[config.mk]
export PLATFORM = sky130hd
export DESIGN_NAME = soc_ifc_boot_top
export DESIGN_NICKNAME = d
export VERILOG_FILES = /design/src/soc_ifc_pkg.sv /design/src/soc_ifc_boot_if.sv /design/src/soc_ifc_in_sync.sv /design/src/soc_ifc_fuse_bank.sv /design/src/soc_ifc_boot_fsm.sv /design/src/soc_ifc_boot_top.sv
export SDC_FILE = /design/constraint.sdc
export NUM_CORES = 1
export LEC_CHECK = 0
export BUFFER_PORTS_ARGS = -buffer_cell sky130_fd_sc_hd__buf_2
export CAP_MARGIN = 20
export CORE_MARGIN = 2
export CORE_UTILIZATION = 45
export DETAILED_ROUTE_END_ITERATION = 8
export GPL_TIMING_DRIVEN = 0
export HOLD_SLACK_MARGIN = 0.1
export MAX_ROUTING_LAYER = met4
export RECOVER_POWER = 50
export SLEW_MARGIN = 30
export SYNTH_ARGS = -nofsm -noshare
export SYNTH_HDL_FRONTEND = slang
export SYNTH_SLANG_ARGS = --single-unit
[constraint.sdc]
create_clock -name clk -period 3.3 [get_ports clk]
set_input_delay 0.165 -clock clk [delete_from_list [all_inputs] [get_ports clk]]
set_output_delay 0.165 -clock clk [all_outputs]
set_load 0.01 [all_outputs]
[src/soc_ifc_pkg.sv]
//########################################
// soc_ifc boot package
// boot fsm states, fuse widths and the
// default sizing constants
//########################################
`default_nettype none

package soc_ifc_pkg;

    // fuse bank geometry
    localparam int unsigned FUSE_ADDR_W = 4;
    localparam int unsigned FUSE_DATA_W = 32;

    // index of one fuse word, 16 words max
    typedef logic [FUSE_ADDR_W-1:0] fuse_addr_t;
    // one fuse word
    typedef logic [FUSE_DATA_W-1:0] fuse_data_t;

    // default fw update reset window, in core clocks
    localparam int unsigned FW_RST_CYCLES_DEF = 10;
    // default number of implemented fuse words
    localparam int unsigned FUSE_WORDS_DEF = 16;

    // boot sequencing states
    typedef enum logic [2:0] {
        boot_idle   = 3'd0,
        boot_fuse   = 3'd1,
        boot_fw_rst = 3'd2,
        boot_wait   = 3'd3,
        boot_done   = 3'd4
    } boot_fsm_state_e;

endpackage

`default_nettype wire

[src/soc_ifc_boot_if.sv]
//########################################
// soc_ifc boot status interface
// boot fsm to fuse bank handshake levels
//########################################
`timescale 1ns/10ps
`default_nettype none

interface soc_ifc_boot_if;

    // fuse window open, high during the fuse state
    logic ready_for_fuses;
    // global core reset, active low
    logic uc_rst_b;
    // core reset including fw update, active low
    logic uc_fw_rst_b;
    // one cycle iccm unlock on fw update
    logic iccm_unlock;
    // sticky fuse programming done flag
    logic fuse_done;

    // boot fsm side
    // uc_fw_rst_b is driven through the fsm's own output port
    modport fsm (
        output ready_for_fuses,
        output uc_rst_b,
        output iccm_unlock,
        input  fuse_done
    );

    // fuse bank side
    modport fuse (
        input  ready_for_fuses,
        output fuse_done
    );

endinterface

`default_nettype wire

[src/soc_ifc_in_sync.sv]
//########################################
// soc_ifc input synchronizer
// 2ff sync of power-good and fw update
// request, request edge turned into a pulse
//########################################
`timescale 1ns/10ps
`default_nettype none

module soc_ifc_in_sync (
    input  logic clk,
    input  logic cptra_rst_b,
    input  logic pwrgood,
    input  logic fw_update_req,
    output logic pwrgood_sync,
    output logic fw_update_pulse
);

    // power-good sync stages
    logic pwrgood_ff1;
    // request sync stages plus edge history
    logic req_ff1;
    logic req_ff2;
    logic req_ff3;

    always_ff @(posedge clk or negedge cptra_rst_b) begin
        if (!cptra_rst_b) begin
            pwrgood_ff1     <= 1'b0;
            pwrgood_sync    <= 1'b0;
            req_ff1         <= 1'b0;
            req_ff2         <= 1'b0;
            req_ff3         <= 1'b0;
            fw_update_pulse <= 1'b0;
        end else begin
            // level seen 2 clocks after the input changes
            pwrgood_ff1  <= pwrgood;
            pwrgood_sync <= pwrgood_ff1;
            req_ff1      <= fw_update_req;
            req_ff2      <= req_ff1;
            req_ff3      <= req_ff2;
            // rising edge of the synced request, one clock wide
            fw_update_pulse <= req_ff2 & ~req_ff3;
        end
    end

endmodule

`default_nettype wire

[src/soc_ifc_fuse_bank.sv]
//########################################
// soc_ifc fuse bank
// fuse write window, readback, range check
// and sticky done flag that locks the bank
//########################################
`timescale 1ns/10ps
`default_nettype none

module soc_ifc_fuse_bank #(
    parameter int unsigned fuse_words = soc_ifc_pkg::FUSE_WORDS_DEF
) (
    input  logic                    clk,
    input  logic                    cptra_rst_b,
    input  logic                    fuse_wr_en,
    input  soc_ifc_pkg::fuse_addr_t fuse_addr,
    input  soc_ifc_pkg::fuse_data_t fuse_wdata,
    input  logic                    fuse_done_wr,
    input  soc_ifc_pkg::fuse_addr_t fuse_rd_addr,
    output soc_ifc_pkg::fuse_data_t fuse_rdata,
    output logic                    fuse_wr_err,
    soc_ifc_boot_if.fuse            boot
);
    import soc_ifc_pkg::*;

    // fuse word storage
    fuse_data_t fuse_mem [fuse_words];

    logic done_q;
    logic window_open;
    logic wr_addr_ok;
    logic rd_addr_ok;
    logic wr_accept;

    // window is open while the fsm is in fuse and done not yet written
    assign window_open = boot.ready_for_fuses & ~done_q;

    // only the implemented words are addressable
    assign wr_addr_ok = (32'(fuse_addr) < fuse_words);
    assign rd_addr_ok = (32'(fuse_rd_addr) < fuse_words);

    assign wr_accept = fuse_wr_en & window_open & wr_addr_ok;

    // storage write port
    always_ff @(posedge clk) begin
        if (wr_accept) begin
            fuse_mem[fuse_addr] <= fuse_wdata;
        end
    end

    always_ff @(posedge clk or negedge cptra_rst_b) begin
        if (!cptra_rst_b) begin
            done_q      <= 1'b0;
            fuse_wr_err <= 1'b0;
        end else begin
            // dropped write, flagged for one clock
            fuse_wr_err <= fuse_wr_en & ~(window_open & wr_addr_ok);
            // done strobe only counts inside the window, then sticks
            if (fuse_done_wr && window_open) begin
                done_q <= 1'b1;
            end
        end
    end

    assign boot.fuse_done = done_q;

    // combinational readback, unimplemented words read as zero
    always_comb begin
        fuse_rdata = '0;
        if (rd_addr_ok) begin
            fuse_rdata = fuse_mem[fuse_rd_addr];
        end
    end

endmodule

`default_nettype wire

[src/soc_ifc_boot_fsm.sv]
//########################################
// soc_ifc boot fsm
// sequences fuse window, global reset and
// fw reset release, fw update reset timer
// and iccm unlock pulse
//########################################
`timescale 1ns/10ps
`default_nettype none

module soc_ifc_boot_fsm #(
    parameter int unsigned fw_rst_cycles = soc_ifc_pkg::FW_RST_CYCLES_DEF
) (
    input  logic       clk,
    input  logic       cptra_rst_b,
    input  logic       pwrgood_sync,
    input  logic       fw_update_pulse,
    output logic       uc_fw_rst_b,
    soc_ifc_boot_if.fsm boot
);
    import soc_ifc_pkg::*;

    // timer wide enough to hold fw_rst_cycles itself
    localparam int unsigned wait_w = $clog2(fw_rst_cycles + 1);
    typedef logic [wait_w-1:0] wait_cnt_t;
    localparam wait_cnt_t wait_load_val = wait_cnt_t'(fw_rst_cycles);

    // present and next state
    boot_fsm_state_e state_ps;
    boot_fsm_state_e state_ns;

    // state arcs
    logic arc_idle_fuse;
    logic arc_fuse_done;
    logic arc_done_fw_rst;
    logic arc_wait_done;

    // decoded controls
    logic ready_c;
    logic rst_prop_en;
    logic fw_rel;
    logic iccm_unlock_c;
    logic wait_load;
    logic wait_decr;

    // registered reset chain
    logic rst_prop;
    logic uc_rst_q;
    logic fw_rel_q1;
    logic fw_rel_q2;
    logic iccm_unlock_q;
    wait_cnt_t wait_count;

    // leave idle once power-good is synced in
    assign arc_idle_fuse   = pwrgood_sync;
    // fuse bank reports programming complete
    assign arc_fuse_done   = boot.fuse_done;
    // fw update request from the soc
    assign arc_done_fw_rst = fw_update_pulse;
    // update reset window has run out
    assign arc_wait_done   = (wait_count == '0);

    always_comb begin
        state_ns      = state_ps;
        ready_c       = 1'b0;
        rst_prop_en   = 1'b0;
        fw_rel        = 1'b1;
        iccm_unlock_c = 1'b0;
        wait_load     = 1'b1;
        wait_decr     = 1'b0;
        unique case (state_ps)
            boot_idle: begin
                if (arc_idle_fuse) begin
                    state_ns = boot_fuse;
                end
            end
            boot_fuse: begin
                // fuse window open, core held in reset
                ready_c = 1'b1;
                fw_rel  = 1'b0;
                if (arc_fuse_done) begin
                    state_ns = boot_done;
                end
            end
            boot_fw_rst: begin
                // drop fw reset, unlock iccm, start the timer
                fw_rel        = 1'b0;
                iccm_unlock_c = 1'b1;
                wait_load     = 1'b0;
                wait_decr     = 1'b1;
                state_ns      = boot_wait;
            end
            boot_wait: begin
                fw_rel    = 1'b0;
                wait_load = 1'b0;
                wait_decr = 1'b1;
                if (arc_wait_done) begin
                    state_ns = boot_done;
                end
            end
            boot_done: begin
                // let the global reset release through
                rst_prop_en = 1'b1;
                if (arc_done_fw_rst) begin
                    state_ns = boot_fw_rst;
                end
            end
            default: begin
                state_ns = boot_idle;
            end
        endcase
    end

    // only cptra_rst_b brings the fsm back to idle
    always_ff @(posedge clk or negedge cptra_rst_b) begin
        if (!cptra_rst_b) begin
            state_ps      <= boot_idle;
            rst_prop      <= 1'b0;
            uc_rst_q      <= 1'b0;
            fw_rel_q1     <= 1'b0;
            fw_rel_q2     <= 1'b0;
            uc_fw_rst_b   <= 1'b0;
            iccm_unlock_q <= 1'b0;
            wait_count    <= wait_load_val;
        end else begin
            state_ps <= state_ns;
            // global release sticks once done has been reached
            rst_prop <= rst_prop | rst_prop_en;
            uc_rst_q <= rst_prop;
            // fw release through two flops, the direct term asserts reset fast
            fw_rel_q1   <= fw_rel;
            fw_rel_q2   <= fw_rel_q1;
            uc_fw_rst_b <= uc_rst_q & fw_rel & fw_rel_q2;
            iccm_unlock_q <= iccm_unlock_c;
            if (wait_load) begin
                wait_count <= wait_load_val;
            end else if (wait_decr && (wait_count != '0)) begin
                wait_count <= wait_count - 1'b1;
            end
        end
    end

    assign boot.ready_for_fuses = ready_c;
    assign boot.uc_rst_b        = uc_rst_q;
    assign boot.iccm_unlock     = iccm_unlock_q;

endmodule

`default_nettype wire

[src/soc_ifc_boot_top.sv]
//########################################
// soc_ifc boot top
// input sync, boot fsm and fuse bank
//########################################
`timescale 1ns/10ps
`default_nettype none

module soc_ifc_boot_top #(
    parameter int unsigned fw_rst_cycles = soc_ifc_pkg::FW_RST_CYCLES_DEF,
    parameter int unsigned fuse_words    = soc_ifc_pkg::FUSE_WORDS_DEF
) (
    input  logic                    clk,
    input  logic                    cptra_rst_b,
    input  logic                    cptra_pwrgood,
    input  logic                    fw_update_req,
    input  logic                    fuse_wr_en,
    input  soc_ifc_pkg::fuse_addr_t fuse_addr,
    input  soc_ifc_pkg::fuse_data_t fuse_wdata,
    input  logic                    fuse_done_wr,
    input  soc_ifc_pkg::fuse_addr_t fuse_rd_addr,
    output logic                    ready_for_fuses,
    output logic                    cptra_uc_rst_b,
    output logic                    cptra_uc_fw_rst_b,
    output logic                    iccm_unlock,
    output soc_ifc_pkg::fuse_data_t fuse_rdata,
    output logic                    fuse_wr_err,
    output logic                    fuse_done
);

    // synced power-good level and update strobe
    logic pwrgood_sync;
    logic fw_update_pulse;

    // boot status between fsm and fuse bank
    soc_ifc_boot_if boot ();

    soc_ifc_in_sync u_in_sync (
        .clk             (clk),
        .cptra_rst_b     (cptra_rst_b),
        .pwrgood         (cptra_pwrgood),
        .fw_update_req   (fw_update_req),
        .pwrgood_sync    (pwrgood_sync),
        .fw_update_pulse (fw_update_pulse)
    );

    soc_ifc_boot_fsm #(
        .fw_rst_cycles (fw_rst_cycles)
    ) u_boot_fsm (
        .clk             (clk),
        .cptra_rst_b     (cptra_rst_b),
        .pwrgood_sync    (pwrgood_sync),
        .fw_update_pulse (fw_update_pulse),
        .uc_fw_rst_b     (boot.uc_fw_rst_b),
        .boot            (boot.fsm)
    );

    soc_ifc_fuse_bank #(
        .fuse_words (fuse_words)
    ) u_fuse_bank (
        .clk          (clk),
        .cptra_rst_b  (cptra_rst_b),
        .fuse_wr_en   (fuse_wr_en),
        .fuse_addr    (fuse_addr),
        .fuse_wdata   (fuse_wdata),
        .fuse_done_wr (fuse_done_wr),
        .fuse_rd_addr (fuse_rd_addr),
        .fuse_rdata   (fuse_rdata),
        .fuse_wr_err  (fuse_wr_err),
        .boot         (boot.fuse)
    );

    // status out to the soc
    assign ready_for_fuses   = boot.ready_for_fuses;
    assign cptra_uc_rst_b    = boot.uc_rst_b;
    assign cptra_uc_fw_rst_b = boot.uc_fw_rst_b;
    assign iccm_unlock       = boot.iccm_unlock;
    assign fuse_done         = boot.fuse_done;

endmodule

`default_nettype wire

==> results.yml <==
floorplan:
  rows: 77
  io_pins: 84
  dieWidth_um: 215
  dieArea_um2: 46100
  initial_utilization_pct: 45.4
  core_um2: 44000
  fp.dieH_um: 215
synthesis:
  ys_top_cells_by_area: "edfxtp_1 77%, mux4_2 14%, a22oi_1 2.4%"
  synth_top_cell_area_share_pct: 76.9
  synthDistinctLibCells: 35
  syn_avg_cell_area_um2: 23.1
  synth_edf_count: 512
  yosysSeqAreaShare_pct: 79.6
  yosysWarnings: 0
  synth_seq_cells: 533
  ys.flop_type: "edfxtp_1"
  async_reset_ff_share_pct: 3.94
  synth_cells: 864
  synth_nets: 911
  yosysTopAreaCell: "edfxtp_1"
  syn_area_um2: 20000
clock_network:
  post_cts_buffers: 0
  ctsResizeCount: 0
  postCtsHoldBufs: 39
  cts_tree: "built"
  clock_path_buffers: 3
  clkTransAtPathRegs_ns: 0.06
  insertion_delay_ns: 0.60
  clkSinkCount: 533
  htreeDepth: 2
  cts-root-buf: "clkbuf_16"
  cts_made_buffers: 53
cells_and_area:
  final_common_cell: "edfxtp_1"
  area_delta_synth_final_pct: 20.1
  final_cell_area_um2: 24000
  fin_util_pct: 54.5
  multi_input_area_um2: 3980
  nFillCells: 3365
  antenna_cells: 0
  drive_above_1_share_pct: 28.1
  top_register: "u_fuse_bank.fuse_mem"
  regArea_um2: 15900
  largest_reg_flops: 512
  finalNonFillerCells: 1711
  fin_nets: 1123
  final_cell_mix: "512 x edfxtp_1, 128 x mux4_2, 68 x clkbuf_1"
  reg_top3: "u_fuse_bank.fuse_mem: 512 flops, u_boot_fsm.wait_count: 4 flops, u_boot_fsm.state_ps: 3 flops"
routing:
  first_pass_iters: 5
  ant_nets: 0
  wirelength_mm: 44.0
  vias: 9564
  via_per_inst: 5.59
  drc: 0
  wl_per_cell_um: 25.7
  drt_iter0_markers: 1010
timing:
  finalClockSkew_ns: 0.0176
  slew_violations: 0
  rsz0062_at_grt: "no"
  setup_tns_ns: 0
  relSlewSlack_pct: 39.2
  setup_viol: 0
  fin_crit_sh_pct: 88.3
  hold_viol: 0
  tightest_slew_ns: 0.911
  max_freq_mhz: 343
  finalCriticalPeriod_ns: 2.91
power:
  p_per_area_nw_per_um2: 587
  power.leakage_nw: 7.70
  vdd_drop_max_uv: 528
placed_design:
  placedCellCount: 1574
  io_buffers: 81
  place.gp.congestion: 0.707
  placed_area_um2: 22000
  hpwl_mm: 27.7
run_status:
  outcome: "completed"
global_routing:
  track_usage_pct: 20.0
  grt_pass1_vias: 9879
  grt_overflow: 0
  grt_pass1_wl_mm: 65.1
  grt_max_degree: 20
  antenna_found_initial: 0
critical_path:
  r2r-start: "u_boot_fsm.state_ps[1]"
  cp-startpoint: "u_boot_fsm.state_ps[1]"
  cp_max_fo: 9
  worstPathCellList: "nor3b_2 -> nand4b_1 -> nor3_4 -> buf_8 -> buf_6 -> buf_8"
  cp_slowest_stage_delay_ns: 0.62
  cp-start-kind: "flop"
  worst_path_most_repeated_cell: "buf_8"
  worstSetupEndpointType: "flop"
  cpMaxStageDelayCell: "nor3_4"
  arrival_ns: 3.21
  worstSetupPathType: "flop to flop"
  worstPathRequired_ns: 3.60
job:
  drv_cap: 0
min_path:
  hp-class: "input port to flop"
  worstHoldStart: "fuse_addr[1]"
==> layout make-up <==
cell class                 count  share of cell area, %
sequential                   533                   66.2
multi-input combinational    285                   16.6
timing repair buffer         157                   6.30
clock buffer                  67                   5.92
tap                          592                   3.09
buffer                        43                  0.922
clock inverter                31                  0.902
inverter                       3                 0.0469
==> cells in the mapped netlist (2+ instances only) <==
master and count:
edfxtp_1 512, nand2_1 37, mux2_2 2, buf_1 10
nand2b_1 5, mux4_2 128, buf_4 11, buf_2 3
nor2_1 16, clkbuf_1 17, inv_1 3, nand4b_1 2
dfrtp_1 19, a21oi_1 3, buf_6 2, nor2b_1 7
a22oi_1 64, nor3_1 5, dfstp_2 2
==> critical path: cells and delay by family (launching register included) <==
kind	cells	cell delay, ns
flops	1	0.45
buf+inv	3	0.59
simple gates	3	1.56
==> final timing paths <==
path | to | slack [ns] | cells past startpoint
worst max-delay path | u_fuse_bank.fuse_mem[4][9] | 0.39 | 6
worst min-delay path | u_fuse_bank.fuse_mem[8][20] | 0.16 | 2
worst max register to register | u_fuse_bank.fuse_mem[4][9] | 0.39 | 6
worst min register to register | u_in_sync.pwrgood_sync | 0.35 | 0
max in group asynchronous | u_boot_fsm.state_ps[2] | 1.35 | 4
min in group asynchronous | u_boot_fsm.wait_count[3] | 0.69 | 3
==> report_power, final <==
group | switching (mW) | leakage, nW | total, mW | internal, mW
Clock | 2.46 | 0.803 | 5.73 | 3.26
Sequential | 0.0576 | 4.84 | 7.55 | 7.49
Combinational | 0.470 | 2.05 | 0.819 | 0.349
==> metrics by stage <==
step	setup WS [ns]	power [mW]	hold slack [ns]
after floorplan	0.372	8.16	-0.131
after global placement	-1.47	8.47	0.137
after detailed placement	0.404	8.50	0.139
after CTS	0.405	14.2	0.143
after global routing	0.222	14.6	0.161
final	0.388	14.1	0.164
==> metal layers <==
layer  part of all wire (%)  GRT usage [%]  vias to the layer above  wire, um
li1                       -              -                     4110         -
met1                     45           28.8                     5088     19900
met2                     47           29.8                      296     20500
met3                    6.2           4.19                       70      2740
met4                    1.9           4.72                        0       857
met5                      0              -                        -         0
==> logic make-up after synthesis <==
| kind of cell | count (synthesis) | share of synthesized area, % |
|---|---|---|
| adders and majority gates | 1 | 0.0626 |
| AOI/OAI and AO/OA | 72 | 2.67 |
| DFF | 533 | 79.6 |
| xor gates and xnor gates | 1 | 0.0438 |
| muxes | 130 | 14.5 |
| and+or+nand+nor | 81 | 1.93 |
| buffers and inverters | 46 | 1.16 |
Power figures use the tool's default switching activity.
